**config.mk**
```make
export PLATFORM = sky130hd
export DESIGN_NAME = clint_top
export DESIGN_NICKNAME = d
export VERILOG_FILES = /design/src/axi_lite_pkg.sv /design/src/clint_pkg.sv /design/src/clint_axi_slave.sv /design/src/clint_regfile.sv /design/src/clint_timer.sv /design/src/clint_top.sv
export SDC_FILE = /design/constraint.sdc
export NUM_CORES = 1
export LEC_CHECK = 0
export BUFFER_PORTS_ARGS = -buffer_cell sky130_fd_sc_hd__buf_2
export CAP_MARGIN = 20
export CORE_UTILIZATION = 60
export DETAILED_ROUTE_END_ITERATION = 6
export GPL_ROUTABILITY_DRIVEN = 0
export GPL_TIMING_DRIVEN = 0
export PLACE_DENSITY_LB_ADDON = 0.15
export SLEW_MARGIN = 15
export SYNTH_ARGS = -nofsm -noshare
export SYNTH_HDL_FRONTEND = slang
export SYNTH_SLANG_ARGS = --single-unit
```
**constraint.sdc**
```tcl
create_clock -name aclk -period 3.9 [get_ports aclk]
set_input_delay 0.78 -clock aclk [delete_from_list [all_inputs] [get_ports aclk]]
set_output_delay 0.78 -clock aclk [all_outputs]
set_load 0.1 [all_outputs]
```
**src/axi_lite_pkg.sv**
```systemverilog
package axi_lite_pkg;

    // AXI response codes; EXOKAY and DECERR are never produced here.
    typedef enum logic [1:0] {
        resp_okay   = 2'b00,
        resp_slverr = 2'b10
    } axi_resp_e;

    // read address channel payload.
    typedef struct packed {
        logic [31:0] addr;
        logic [2:0]  prot;
    } axi_ar_t;

    // write address channel payload.
    typedef struct packed {
        logic [31:0] addr;
        logic [2:0]  prot;
    } axi_aw_t;

    // write data channel payload.
    typedef struct packed {
        logic [31:0] data;
        logic [3:0]  strb;
    } axi_w_t;

    // read data channel payload.
    typedef struct packed {
        logic [31:0] data;
        axi_resp_e   resp;
    } axi_r_t;

    // write response channel payload.
    typedef struct packed {
        axi_resp_e resp;
    } axi_b_t;

endpackage

```
**src/clint_pkg.sv**
```systemverilog
package clint_pkg;

    // byte offsets from the CLINT base for hart 0.
    localparam logic [15:0] msip_off        = 16'h0000;
    localparam logic [15:0] mtimecmp_lo_off = 16'h4000;
    localparam logic [15:0] mtimecmp_hi_off = 16'h4004;
    localparam logic [15:0] mtime_lo_off    = 16'hBFF8;
    localparam logic [15:0] mtime_hi_off    = 16'hBFFC;

    typedef enum logic [2:0] {
        reg_msip,
        reg_mtimecmp_lo,
        reg_mtimecmp_hi,
        reg_mtime_lo,
        reg_mtime_hi,
        reg_none
    } clint_reg_e;

    // one request from the bus front end, valid for a single cycle.
    typedef struct packed {
        logic [15:0] offset;
        logic [31:0] wdata;
        logic        write;
        logic        valid;
    } clint_req_t;

    typedef enum logic [1:0] {
        st_idle,
        st_addr,
        st_resp_r,
        st_resp_w
    } slave_state_e;

endpackage

```
**src/clint_axi_slave.sv**
```systemverilog
`timescale 1ns/10ps

module clint_axi_slave
    import axi_lite_pkg::*;
    import clint_pkg::*;
#(
    parameter logic [31:0] clint_mmio_base = 32'h0200_0000,
    parameter logic [31:0] clint_mmio_size = 32'h0001_0000
) (
    input  logic        aclk,
    input  logic        areset_n,

    input  logic        ar_valid,
    output logic        ar_ready,
    input  axi_ar_t     ar,

    output logic        r_valid,
    input  logic        r_ready,
    output axi_r_t      r,

    input  logic        aw_valid,
    output logic        aw_ready,
    input  axi_aw_t     aw,

    input  logic        w_valid,
    output logic        w_ready,
    input  axi_w_t      w,

    output logic        b_valid,
    input  logic        b_ready,
    output axi_b_t      b,

    input  logic [31:0] rdata,
    input  axi_resp_e   resp,
    output clint_req_t  req,
    output logic        in_window
);

    slave_state_e state;

    logic        ar_hs;
    logic        wr_hs;
    logic [31:0] req_addr;
    logic [31:0] rel_addr;

    assign ar_hs = ar_valid & ar_ready;
    assign wr_hs = aw_valid & aw_ready & w_valid & w_ready;

    // only one address channel is ready at a time, so its ready picks the address.
    assign req_addr = aw_ready ? aw.addr : ar.addr;
    assign rel_addr = req_addr - clint_mmio_base;

    assign in_window = (req_addr >= clint_mmio_base) && (rel_addr < clint_mmio_size);

    always_comb begin
        req.offset = {rel_addr[15:2], 2'b00};
        req.wdata  = w.data; // partial strobes write the whole word.
        req.write  = wr_hs;
        req.valid  = wr_hs | ar_hs;
    end

    always_ff @(posedge aclk) begin
        if (areset_n) begin
            state    <= st_idle;
            ar_ready <= 1'b0;
            aw_ready <= 1'b0;
            w_ready  <= 1'b0;
            r_valid  <= 1'b0;
            b_valid  <= 1'b0;
        end else begin
            case (state)
                st_idle: begin
                    if (aw_valid && w_valid) begin // writes win over a pending read.
                        aw_ready <= 1'b1;
                        w_ready  <= 1'b1;
                        state    <= st_addr;
                    end else if (ar_valid) begin
                        ar_ready <= 1'b1;
                        state    <= st_addr;
                    end
                end
                st_addr: begin
                    if (wr_hs) begin
                        aw_ready <= 1'b0;
                        w_ready  <= 1'b0;
                        b_valid  <= 1'b1;
                        state    <= st_resp_w;
                    end else if (ar_hs) begin
                        ar_ready <= 1'b0;
                        r_valid  <= 1'b1;
                        state    <= st_resp_r;
                    end
                end
                st_resp_r: begin
                    if (r_ready) begin
                        r_valid <= 1'b0;
                        state   <= st_idle;
                    end
                end
                st_resp_w: begin
                    if (b_ready) begin
                        b_valid <= 1'b0;
                        state   <= st_idle;
                    end
                end
                default: state <= st_idle;
            endcase
        end
    end

    // the register file answers in the handshake cycle, so capture it here.
    always_ff @(posedge aclk) begin
        if (ar_hs) begin
            r.data <= rdata;
            r.resp <= resp;
        end else if (r_valid && r_ready) begin
            r <= '0;
        end
    end

    always_ff @(posedge aclk) begin
        if (wr_hs) begin
            b.resp <= resp;
        end else if (b_valid && b_ready) begin
            b <= '0;
        end
    end

endmodule

```
**src/clint_regfile.sv**
```systemverilog
`timescale 1ns/10ps

module clint_regfile
    import axi_lite_pkg::*;
    import clint_pkg::*;
(
    input  logic        aclk,
    input  logic        areset_n,
    input  clint_req_t  req,
    input  logic        in_window,
    input  logic [63:0] mtime,
    output logic [31:0] rdata,
    output axi_resp_e   resp,
    output logic        msip,
    output logic [63:0] mtimecmp,
    output logic        mtime_we_lo,
    output logic        mtime_we_hi,
    output logic [31:0] mtime_wdata
);

    clint_reg_e sel;
    logic       wr_en;

    always_comb begin
        if (!in_window) begin
            sel = reg_none;
        end else begin
            case (req.offset)
                msip_off:        sel = reg_msip;
                mtimecmp_lo_off: sel = reg_mtimecmp_lo;
                mtimecmp_hi_off: sel = reg_mtimecmp_hi;
                mtime_lo_off:    sel = reg_mtime_lo;
                mtime_hi_off:    sel = reg_mtime_hi;
                default:         sel = reg_none;
            endcase
        end
    end

    assign wr_en = req.valid & req.write;

    always_ff @(posedge aclk) begin
        if (areset_n) begin
            msip     <= 1'b0;
            mtimecmp <= 64'd0;
        end else if (wr_en) begin
            case (sel)
                reg_msip:        msip            <= req.wdata[0];
                reg_mtimecmp_lo: mtimecmp[31:0]  <= req.wdata;
                reg_mtimecmp_hi: mtimecmp[63:32] <= req.wdata;
                default: ;
            endcase
        end
    end

    // the counter itself lives in the timer, so mtime writes become enables.
    assign mtime_we_lo = wr_en & (sel == reg_mtime_lo);
    assign mtime_we_hi = wr_en & (sel == reg_mtime_hi);
    assign mtime_wdata = req.wdata;

    always_comb begin
        resp = resp_okay;
        case (sel)
            reg_msip:        rdata = {31'd0, msip};
            reg_mtimecmp_lo: rdata = mtimecmp[31:0];
            reg_mtimecmp_hi: rdata = mtimecmp[63:32];
            reg_mtime_lo:    rdata = mtime[31:0];
            reg_mtime_hi:    rdata = mtime[63:32];
            default: begin
                rdata = 32'd0;
                resp  = resp_slverr; // outside the window or an unmapped word.
            end
        endcase
    end

endmodule

```
**src/clint_timer.sv**
```systemverilog
`timescale 1ns/10ps

module clint_timer #(
    parameter int tick_div = 4
) (
    input  logic        aclk,
    input  logic        areset_n,
    input  logic        mtime_we_lo,
    input  logic        mtime_we_hi,
    input  logic [31:0] mtime_wdata,
    input  logic [63:0] mtimecmp,
    output logic [63:0] mtime,
    output logic        mtip
);

    localparam int div_w = (tick_div > 1) ? $clog2(tick_div) : 1;

    logic [div_w-1:0] div_cnt;
    logic             tick;

    assign tick = (div_cnt == div_w'(tick_div - 1));

    always_ff @(posedge aclk) begin
        if (areset_n) begin
            div_cnt <= '0;
        end else if (tick) begin
            div_cnt <= '0;
        end else begin
            div_cnt <= div_cnt + 1'b1;
        end
    end

    // a software write wins over the tick that lands in the same cycle.
    always_ff @(posedge aclk) begin
        if (areset_n) begin
            mtime <= 64'd0;
        end else if (mtime_we_lo) begin
            mtime[31:0] <= mtime_wdata;
        end else if (mtime_we_hi) begin
            mtime[63:32] <= mtime_wdata;
        end else if (tick) begin
            mtime <= mtime + 64'd1;
        end
    end

    always_ff @(posedge aclk) begin
        if (areset_n) begin
            mtip <= 1'b0;
        end else begin
            mtip <= (mtime >= mtimecmp); // follows the compare one cycle late.
        end
    end

endmodule

```
**src/clint_top.sv**
```systemverilog
`timescale 1ns/10ps

module clint_top
    import axi_lite_pkg::*;
    import clint_pkg::*;
#(
    parameter logic [31:0] clint_mmio_base = 32'h0200_0000,
    parameter logic [31:0] clint_mmio_size = 32'h0001_0000,
    parameter int          tick_div        = 4
) (
    input  logic    aclk,
    input  logic    areset_n,

    input  logic    ar_valid,
    output logic    ar_ready,
    input  axi_ar_t ar,

    output logic    r_valid,
    input  logic    r_ready,
    output axi_r_t  r,

    input  logic    aw_valid,
    output logic    aw_ready,
    input  axi_aw_t aw,

    input  logic    w_valid,
    output logic    w_ready,
    input  axi_w_t  w,

    output logic    b_valid,
    input  logic    b_ready,
    output axi_b_t  b,

    output logic    mtip,
    output logic    msip
);

    clint_req_t  req;
    logic        in_window;
    logic [31:0] rdata;
    axi_resp_e   resp;
    logic [63:0] mtime;
    logic [63:0] mtimecmp;
    logic        mtime_we_lo;
    logic        mtime_we_hi;
    logic [31:0] mtime_wdata;

    clint_axi_slave #(
        .clint_mmio_base (clint_mmio_base),
        .clint_mmio_size (clint_mmio_size)
    ) slave0 (
        .aclk      (aclk),
        .areset_n  (areset_n),
        .ar_valid  (ar_valid),
        .ar_ready  (ar_ready),
        .ar        (ar),
        .r_valid   (r_valid),
        .r_ready   (r_ready),
        .r         (r),
        .aw_valid  (aw_valid),
        .aw_ready  (aw_ready),
        .aw        (aw),
        .w_valid   (w_valid),
        .w_ready   (w_ready),
        .w         (w),
        .b_valid   (b_valid),
        .b_ready   (b_ready),
        .b         (b),
        .rdata     (rdata),
        .resp      (resp),
        .req       (req),
        .in_window (in_window)
    );

    clint_regfile regfile0 (
        .aclk        (aclk),
        .areset_n    (areset_n),
        .req         (req),
        .in_window   (in_window),
        .mtime       (mtime),
        .rdata       (rdata),
        .resp        (resp),
        .msip        (msip),
        .mtimecmp    (mtimecmp),
        .mtime_we_lo (mtime_we_lo),
        .mtime_we_hi (mtime_we_hi),
        .mtime_wdata (mtime_wdata)
    );

    clint_timer #(
        .tick_div (tick_div)
    ) timer0 (
        .aclk        (aclk),
        .areset_n    (areset_n),
        .mtime_we_lo (mtime_we_lo),
        .mtime_we_hi (mtime_we_hi),
        .mtime_wdata (mtime_wdata),
        .mtimecmp    (mtimecmp),
        .mtime       (mtime),
        .mtip        (mtip)
    );

endmodule

```
==> results.json, run 1 <==
{
  "status": "finished, violations left",
  "violations": "design-rule violations",
  "ys_types": 73,
  "place_inst": 1628,
  "fin_hold_ws_ps": 442,
  "postRouteAntennaNets": 0,
  "cts_setup_buffers": 0,
  "drtIter0Drc": 1362,
  "synth-edff-count": 34,
  "mostFrequentLayoutCells": "nand2_1, buf_2, dfxtp_1",
  "period_share_pct": 88.6,
  "final_common_cell": "nand2_1",
  "seq_area_sq_um": 3780,
  "routed_wl_microns": 34900,
  "power_mw": 4.15,
  "n_antenna_cell": 0,
  "die_width_microns": 133,
  "synth_flop_cell": "dfxtp_1",
  "end_kind": "register",
  "clk_path_buf_depth": 2,
  "cts_tree": "done",
  "place_area_sq_um": 11300,
  "first_global_vias": 10349,
  "grt_usage_pct": 39.8,
  "drt-wirelength-per-cell_microns": 21.0,
  "h-tree-depth": 4,
  "hold_violations": 0,
  "port_buffers": 139,
  "fmax_mhz": 289,
  "core_area_sq_um": 16700,
  "maxSlewViolCount": 0,
  "placementRows": 47,
  "synth_top_area_share_pct": 26.8,
  "postCtsHoldBufs": 0,
  "cts-root-buf": "clkbuf_16",
  "dp_slack_ps": 408,
  "multiInputGateArea_sq_um": 5930,
  "grt_max_degree": 19,
  "synth_largest_area_cell": "dfxtp_1",
  "start_util_pct": 61.8,
  "netlist_instances": 1266,
  "nNetsFinal": 1607,
  "synth-seq-cells": 172,
  "overflow": 0,
  "yosys-top-cells-area": "dfxtp_1, edfxtp_1, ha_1",
  "clock_sinks": 172,
  "post_cts_resized": 0,
  "fill_cells": 1352,
  "postSynthAreaPerCell_sq_um": 8.15,
  "critPathArrivalTime_ps": 3750,
  "ys_seq_area_share_pct": 36.7,
  "cap_viol_max_count": 0,
  "io_pins": 156,
  "cp.required_ps": 4200,
  "final_cell_count_no_fill": 1660,
  "ys_warn_count": 0,
  "firstDrtPassIters": 7,
  "final_area_sq_um": 12000,
  "place_hpwl_microns": 25100,
  "p_leak_nw": 4.21,
  "via_per_inst": 6.58,
  "grt_pass1_wl_microns": 54400,
  "timing.final.ws_setup_ps": 444,
  "numCtsBuffers": 17,
  "finalSetupTns_ps": 0,
  "design.die.area_sq_um": 17700,
  "antenna_found_initial": 0,
  "final_util_pct": 71.6,
  "relSlewSlack_pct": 36.8,
  "drive_gt1_share_pct": 15.1,
  "path_clk_slew_ps": 60,
  "die_y_microns": 133,
  "fin_crit_ps": 3460,
  "peakVddDrop_v": 0.000303,
  "vias": 10930,
  "async_flop_share_pct": 0,
  "worst-setup-path-type": "register to register",
  "remaining_drc_errors": 5,
  "hold_path.class": "register to register",
  "cp_max_fo": 10,
  "rsz0062_at_grt": "false",
  "start_kind": "register",
  "area_growth_pct": 15.8,
  "syn_area_sq_um": 10300,
  "clk_latency_ps": 440,
  "worst_pin_slew_ps": 940,
  "setup-violations-final": 0,
  "finClkSkew_ps": 9.70,
  "power.density_nw_per_um2": 347
}
synthesized netlist by cell type, drive strengths merged, types with 6 or more instances:
library cell  number
nor2              87
nand3             37
a211oi            40
and2              13
o31ai              6
nor3              37
or3                8
or4                6
clkbuf            50
o21ai             37
nand4             46
buf               26
and4              12
nor4              26
edfxtp            34
inv               71
xor2              32
a21o              12
mux2i             10
a31oi             10
ha                67
nand2            182
dfxtp            138
a21oi            136
and3              17
a22oi             65
power breakdown:
part	internal, mW	switching [mW]
sequential	1.84	0.0145
combinational	0.105	0.371
clock	1.09	0.721
total	3.04	1.11
layout make-up:
class                           instances  area share [%]
Sequential cell                       172            31.7
Clock buffer                           22            3.80
Tap cell                              220            2.30
Timing Repair Buffer                  141            6.15
Inverter                               71            2.23
Multi-Input combinational cell        948            49.6
Clock inverter                         10            1.37
Buffer                                 76            2.88
per-layer routing:
metal | wire length, microns | vias to the layer above | global-route usage [%]
li1 | - | 4954 | -
met1 | 13600 | 5082 | 50.6
met2 | 15700 | 751 | 63.8
met3 | 3930 | 143 | 8.03
met4 | 1620 | 0 | 21.0
met5 | 0 | - | 0
state kept, by name, indices dropped and copies added (netlist names):
register	flops
slave0.ar_ready	1
slave0.r	33
timer0.div_cnt	2
timer0.mtip	1
regfile0.mtimecmp	64
regfile0.msip	1
slave0.b_valid	1
slave0.b	1
slave0.aw_ready	1
slave0.state	2
slave0.r_valid	1
timer0.mtime	64
logic make-up (layout without fill, tap and decap cells):
logic type | count (synthesis) | after routing | share of synthesized area, %
AO/OA/AOI/OAI | 341 | 341 | 21.1
XOR/XNOR | 34 | 34 | 2.89
adder cells (fa/ha/maj) | 67 | 67 | 8.13
buffers and inverters | 147 | 320 | 5.92
flip-flops | 172 | 172 | 36.7
multiplexers | 11 | 11 | 1.08
other | 1 | 2 | 0.0363
AND/OR/NAND/NOR | 493 | 493 | 24.2
worst max-delay path, stage by stage (launching register included):
cell and delay [ps]:
dfxtp_1 380, buf_4 180, buf_6 150, buf_2 230, nor4b_1 270, nand2_1 120
a211o_1 390, nor4_2 600, nand2_1 350, clkbuf_1 400, nand2_1 160, a21oi_1 70
path summary, 6_finish.rpt:
path                     start               endpoint  slack (ps)  cells past startpoint
max reg2reg    slave0.aw_ready  regfile0.mtimecmp[52]         440                     11
min          timer0.div_cnt[0]      timer0.div_cnt[0]         440                      1
min reg2reg  timer0.div_cnt[0]      timer0.div_cnt[0]         440                      1
max            slave0.aw_ready  regfile0.mtimecmp[52]         440                     11
Note: power is estimated with default switching activity, not from simulation.
==> inputs of run 2 (changes only) <==
--- a/config.mk
+++ b/config.mk
@@ -6,8 +6,8 @@
 export NUM_CORES = 1
 export LEC_CHECK = 0
-export BUFFER_PORTS_ARGS = -buffer_cell sky130_fd_sc_hd__buf_2
 export CAP_MARGIN = 20
 export CORE_UTILIZATION = 60
 export DETAILED_ROUTE_END_ITERATION = 6
+export DONT_BUFFER_PORTS = 1
 export GPL_ROUTABILITY_DRIVEN = 0
 export GPL_TIMING_DRIVEN = 0
==> constraint.sdc (replaced) <==
create_clock -name aclk -period 3.9 [get_ports aclk]
set_input_delay 0.78 -clock aclk [delete_from_list [all_inputs] [get_ports aclk]]
set_output_delay 0.78 -clock aclk [all_outputs]
set_load 0.005 [all_outputs]
==> run 2 against run 1 <==
Against the previous run: the flow now finishes without violations; register-to-register slack about the same; final area shrank 5.8%; total power fell by 7.0%; flip-flop and latch count unchanged; hold slack worse by 5.9 ps; global-route usage is 0.68 points lower; routed wire length is 2.0% lower; cell count fell by 8.4%; non-clock buffer count shrank 139; count of clock-buffer cells in the layout rose by 1; sequential power is essentially flat; worst setup slack got worse by 12 ps; critical path type unchanged; highest routed layer unchanged.
==> results.json, run 2 (synthesis results as in run 1) <==
{
  "design.die.area_sq_um": 17700,
  "reg.largest.list": "regfile0.mtimecmp x64, timer0.mtime x64, slave0.r x33",
  "final_cell_count_no_fill": 1521,
  "fmax_mhz": 288,
  "cp_cell_sequence": "buf_4, buf_6, buf_2, nor4b_1, nand2_1, a211o_1, nor4_2, nand2_1, clkbuf_1, nand2_1, a21oi_1",
  "grt_usage_pct": 39.1,
  "dp_slack_ps": 484,
  "clk_latency_ps": 440,
  "r2r_end": "regfile0.mtimecmp[48]",
  "setup-violations-final": 0,
  "clock_sinks": 172,
  "clk_path_buf_depth": 2,
  "port_buffers": 0,
  "rsz0062_at_grt": "false",
  "core_area_sq_um": 16700,
  "die_width_microns": 133,
  "cts-root-buf": "clkbuf_16",
  "finalSetupTns_ps": 0,
  "status": "completed",
  "period_share_pct": 88.9,
  "start_util_pct": 61.8,
  "hold_violations": 0,
  "routed_wl_microns": 34200,
  "rr_worst_depth": 11,
  "final_util_pct": 67.4,
  "remaining_drc_errors": 0,
  "worst_pin_slew_ps": 865,
  "overflow": 0,
  "cp.required_ps": 4200,
  "final_common_cell": "nand2_1",
  "min_to": "timer0.div_cnt[0]",
  "antenna_found_initial": 0,
  "mostFrequentLayoutCells": "nand2_1, dfxtp_1, a21oi_1",
  "start_kind": "register",
  "power_mw": 3.85,
  "cts_tree": "done",
  "cp_max_fo": 10,
  "cap_viol_max_count": 0,
  "die_y_microns": 133,
  "io_pins": 156,
  "firstDrtPassIters": 6,
  "postCtsHoldBufs": 0,
  "drive_gt1_share_pct": 6.15,
  "grt_pass1_wl_microns": 52900,
  "fill_cells": 1433,
  "n_antenna_cell": 0,
  "maxSlewViolCount": 0,
  "first_global_vias": 9572,
  "min_from": "timer0.div_cnt[0]",
  "place_hpwl_microns": 25000,
  "power.density_nw_per_um2": 342,
  "place_inst": 1489,
  "multiInputGateArea_sq_um": 5930,
  "r2r_start": "slave0.aw_ready",
  "post_cts_resized": 0,
  "seq_area_sq_um": 3780,
  "relSlewSlack_pct": 40.7,
  "numCtsBuffers": 17,
  "drtIter0Drc": 1359,
  "via_per_inst": 6.72,
  "critPathArrivalTime_ps": 3760,
  "end_kind": "register",
  "hold_path.class": "register to register",
  "path_clk_slew_ps": 60,
  "nNetsFinal": 1468,
  "peakVddDrop_v": 0.000336,
  "crit_top_cell": "nand2_1",
  "area_growth_pct": 9.13,
  "h-tree-depth": 4,
  "ff2ff_setup_slack_ps": 430,
  "fin_crit_ps": 3470,
  "crit_path_max_incr_delay_ps": 590,
  "cts_setup_buffers": 0,
  "placementRows": 47,
  "finClkSkew_ps": 9.19,
  "p_leak_nw": 3.67,
  "slowest_stage": "nor4_2",
  "drt-wirelength-per-cell_microns": 22.5,
  "grt_max_degree": 19,
  "timing.final.ws_setup_ps": 432,
  "vias": 10219,
  "postRouteAntennaNets": 0,
  "hold_path_depth": 1,
  "worst-setup-path-type": "register to register"
}
run 2: power breakdown:
group	switching [mW]	total, mW	internal [mW]
Sequential	0.0213	1.87	1.84
Combinational	0.122	0.175	0.0535
Clock	0.733	1.81	1.08
Total	0.876	3.85	2.98
run 2: routing by layer:
metal  up-vias  GRT usage (%)  wire [microns]
li1       4666              -               -
met1      4770           51.5           13700
met2       677           61.4           15300
met3       106           8.30            3880
met4         0           18.3            1290
met5         -              0               0
run 2: worst max path at each step:
stage	start	to	slack, ps	cells past startpoint
finish	slave0.aw_ready	regfile0.mtimecmp[48]	430	11
floorplan	aw[29]	timer0.mtime[10]	1200	10
detailed placement	aw[10]	timer0.mtime[32]	480	8
global placement	slave0.aw_ready	regfile0.mtimecmp[46]	490	11
global route	slave0.aw_ready	regfile0.mtimecmp[46]	240	11
CTS	slave0.aw_ready	regfile0.mtimecmp[44]	520	11
run 2: final cells by class:
class	instances	share of cell area, %
well taps	220	2.44
repair buffers	2	0.344
clock inverters	9	1.18
plain buffers	76	3.06
multi-input cells	948	52.7
clock buffers	23	4.34
flip-flops and latches	172	33.6
inverters	71	2.37
run 2: critical path, delay by kind of cell (launching register included):
family          cells  cell delay (ps)
simple gates        5             1460
buf+inv             4              970
compound gates      2              480
flops               1              400
run 2: stage by stage:
step	instance area [sq um]	hold slack, ps
after floorplan	10300	408
after global placement	10600	417
after detailed placement	10600	427
after CTS	11300	436
after global routing	11300	464
final	11300	436
==> inputs of run 3 (changes only) <==
Settings changed: MAX_ROUTING_LAYER set to met4.
==> run 3 against run 2 <==
Against the previous run: count of clock-buffer cells in the layout did not move; largest cell class unchanged; first-iteration DRC count down 6.7%; critical path depth down 1; sequential share of layout area unchanged; clock power hardly changed; worst setup slack improved by 35 ps.
==> results.json, run 3 (synthesis results as in run 1) <==
{
  "status": "completed",
  "overflow": 0,
  "crit_buf_inv": 2,
  "cts_setup_buffers": 0,
  "final_common_cell": "nand2_1",
  "place_hpwl_microns": 25000,
  "hold_path.class": "register to register",
  "drt-wirelength-per-cell_microns": 22.5,
  "r2r_end": "timer0.mtime[32]",
  "highest_layer": "met4",
  "crit_path_max_incr_delay_ps": 650,
  "min_to": "timer0.div_cnt[0]",
  "fmax_mhz": 291,
  "cts_tree": "done",
  "place_inst": 1489,
  "fin_crit_ps": 3430,
  "period_share_pct": 88.0,
  "end_kind": "register",
  "cp.required_ps": 4200,
  "nNetsFinal": 1468,
  "r2r_start": "slave0.aw_ready",
  "die_width_microns": 133,
  "postCtsHoldBufs": 0,
  "p_leak_nw": 3.67,
  "via_per_inst": 6.76,
  "worst_pin_slew_ps": 834,
  "path_clk_slew_ps": 60,
  "clock_sinks": 172,
  "rr_worst_depth": 10,
  "peakVddDrop_v": 0.000336,
  "cp_max_fo": 10,
  "cts-root-buf": "clkbuf_16",
  "finalSetupTns_ps": 0,
  "hold_path_depth": 1,
  "cap_viol_max_count": 0,
  "final_cell_count_no_fill": 1521,
  "grt_usage_pct": 40.3,
  "grt_pass1_wl_microns": 52900,
  "rsz0062_at_grt": "false",
  "maxSlewViolCount": 0,
  "fin_hold_ws_ps": 447,
  "ff2ff_setup_slack_ps": 470,
  "min_from": "timer0.div_cnt[0]",
  "power.density_nw_per_um2": 342,
  "h-tree-depth": 4,
  "start_kind": "register",
  "setup-violations-final": 0,
  "clk_latency_ps": 450,
  "placementRows": 47,
  "design.die.area_sq_um": 17700,
  "antenna_found_initial": 0,
  "routed_wl_microns": 34300,
  "crit_family": "simple AND/OR/NAND/NOR gates",
  "multiInputGateArea_sq_um": 5930,
  "n_antenna_cell": 0,
  "hold_violations": 0,
  "core_area_sq_um": 16700,
  "firstDrtPassIters": 6,
  "final_area_sq_um": 11300,
  "first_global_vias": 9599,
  "wl_met1_microns": 13600,
  "post_cts_resized": 0,
  "area_growth_pct": 9.13,
  "postRouteAntennaNets": 0,
  "grt_max_degree": 19,
  "start_util_pct": 61.8,
  "critPathArrivalTime_ps": 3730,
  "drtIter0Drc": 1268,
  "drive_gt1_share_pct": 6.15,
  "cp_cell_sequence": "buf_4, mux2i_1, ha_1, o21ai_0, a211o_1, nor3_2, nand2_1, clkbuf_1, o21bai_1, a211oi_1",
  "reg.largest.list": "regfile0.mtimecmp x64, timer0.mtime x64, slave0.r x33",
  "clk_path_buf_depth": 2,
  "met2_length_microns": 15300,
  "relSlewSlack_pct": 42.8,
  "slowest_stage": "nor3_2",
  "worst-setup-path-type": "register to register",
  "seq_area_sq_um": 3780,
  "met3WireLength_microns": 4070,
  "vias": 10276,
  "place_area_sq_um": 10600,
  "io_pins": 156,
  "mostFrequentLayoutCells": "nand2_1, dfxtp_1, a21oi_1",
  "die_y_microns": 133,
  "port_buffers": 0,
  "remaining_drc_errors": 0,
  "numCtsBuffers": 17,
  "finClkSkew_ps": 11.2,
  "fill_cells": 1433
}
run 3: cell counts in the layout (fill, tap and decap cells not counted):
Identical to the previous run, type by type.
run 3: worst max-delay path by stage:
stage | from | endpoint | slack (ps) | cells after the start
floorplan | aw[29] | timer0.mtime[10] | 1200 | 10
global placement | slave0.aw_ready | regfile0.mtimecmp[46] | 490 | 11
detailed placement | aw[10] | timer0.mtime[32] | 480 | 8
CTS | slave0.aw_ready | regfile0.mtimecmp[44] | 520 | 11
global route | slave0.aw_ready | regfile0.mtimecmp[46] | 250 | 11
finish | slave0.aw_ready | timer0.mtime[32] | 470 | 10
run 3: layout make-up:
cell class | count | area share [%]
buffer | 76 | 3.06
tap | 220 | 2.44
clock buffer | 23 | 4.34
timing repair buffer | 2 | 0.344
multi-input combinational | 948 | 52.7
clock inverter | 9 | 1.18
sequential | 172 | 33.6
inverter | 71 | 2.37
run 3: stage by stage:
step,utilization (%),power [mW],setup slack [ps]
after floorplan,-,2.01,1200
after global placement,63.4,2.07,495
after detailed placement,63.7,2.07,484
after CTS,67.4,3.85,517
after global routing,67.4,3.94,250
final,67.4,3.85,467
run 3: routing by layer:
layer | vias to the layer above | track usage (%)
li1 | 4665 | -
met1 | 4779 | 51.5
met2 | 720 | 62.0
met3 | 112 | 7.76
met4 | 0 | 17.8
met5 | - | -
run 3: report_power, final:
part,total [mW],leakage (nW),internal (mW),switching (mW)
sequential,1.87,1.40,1.84,0.0213
combinational,0.174,1.97,0.0535,0.121
clock,1.81,0.295,1.08,0.733
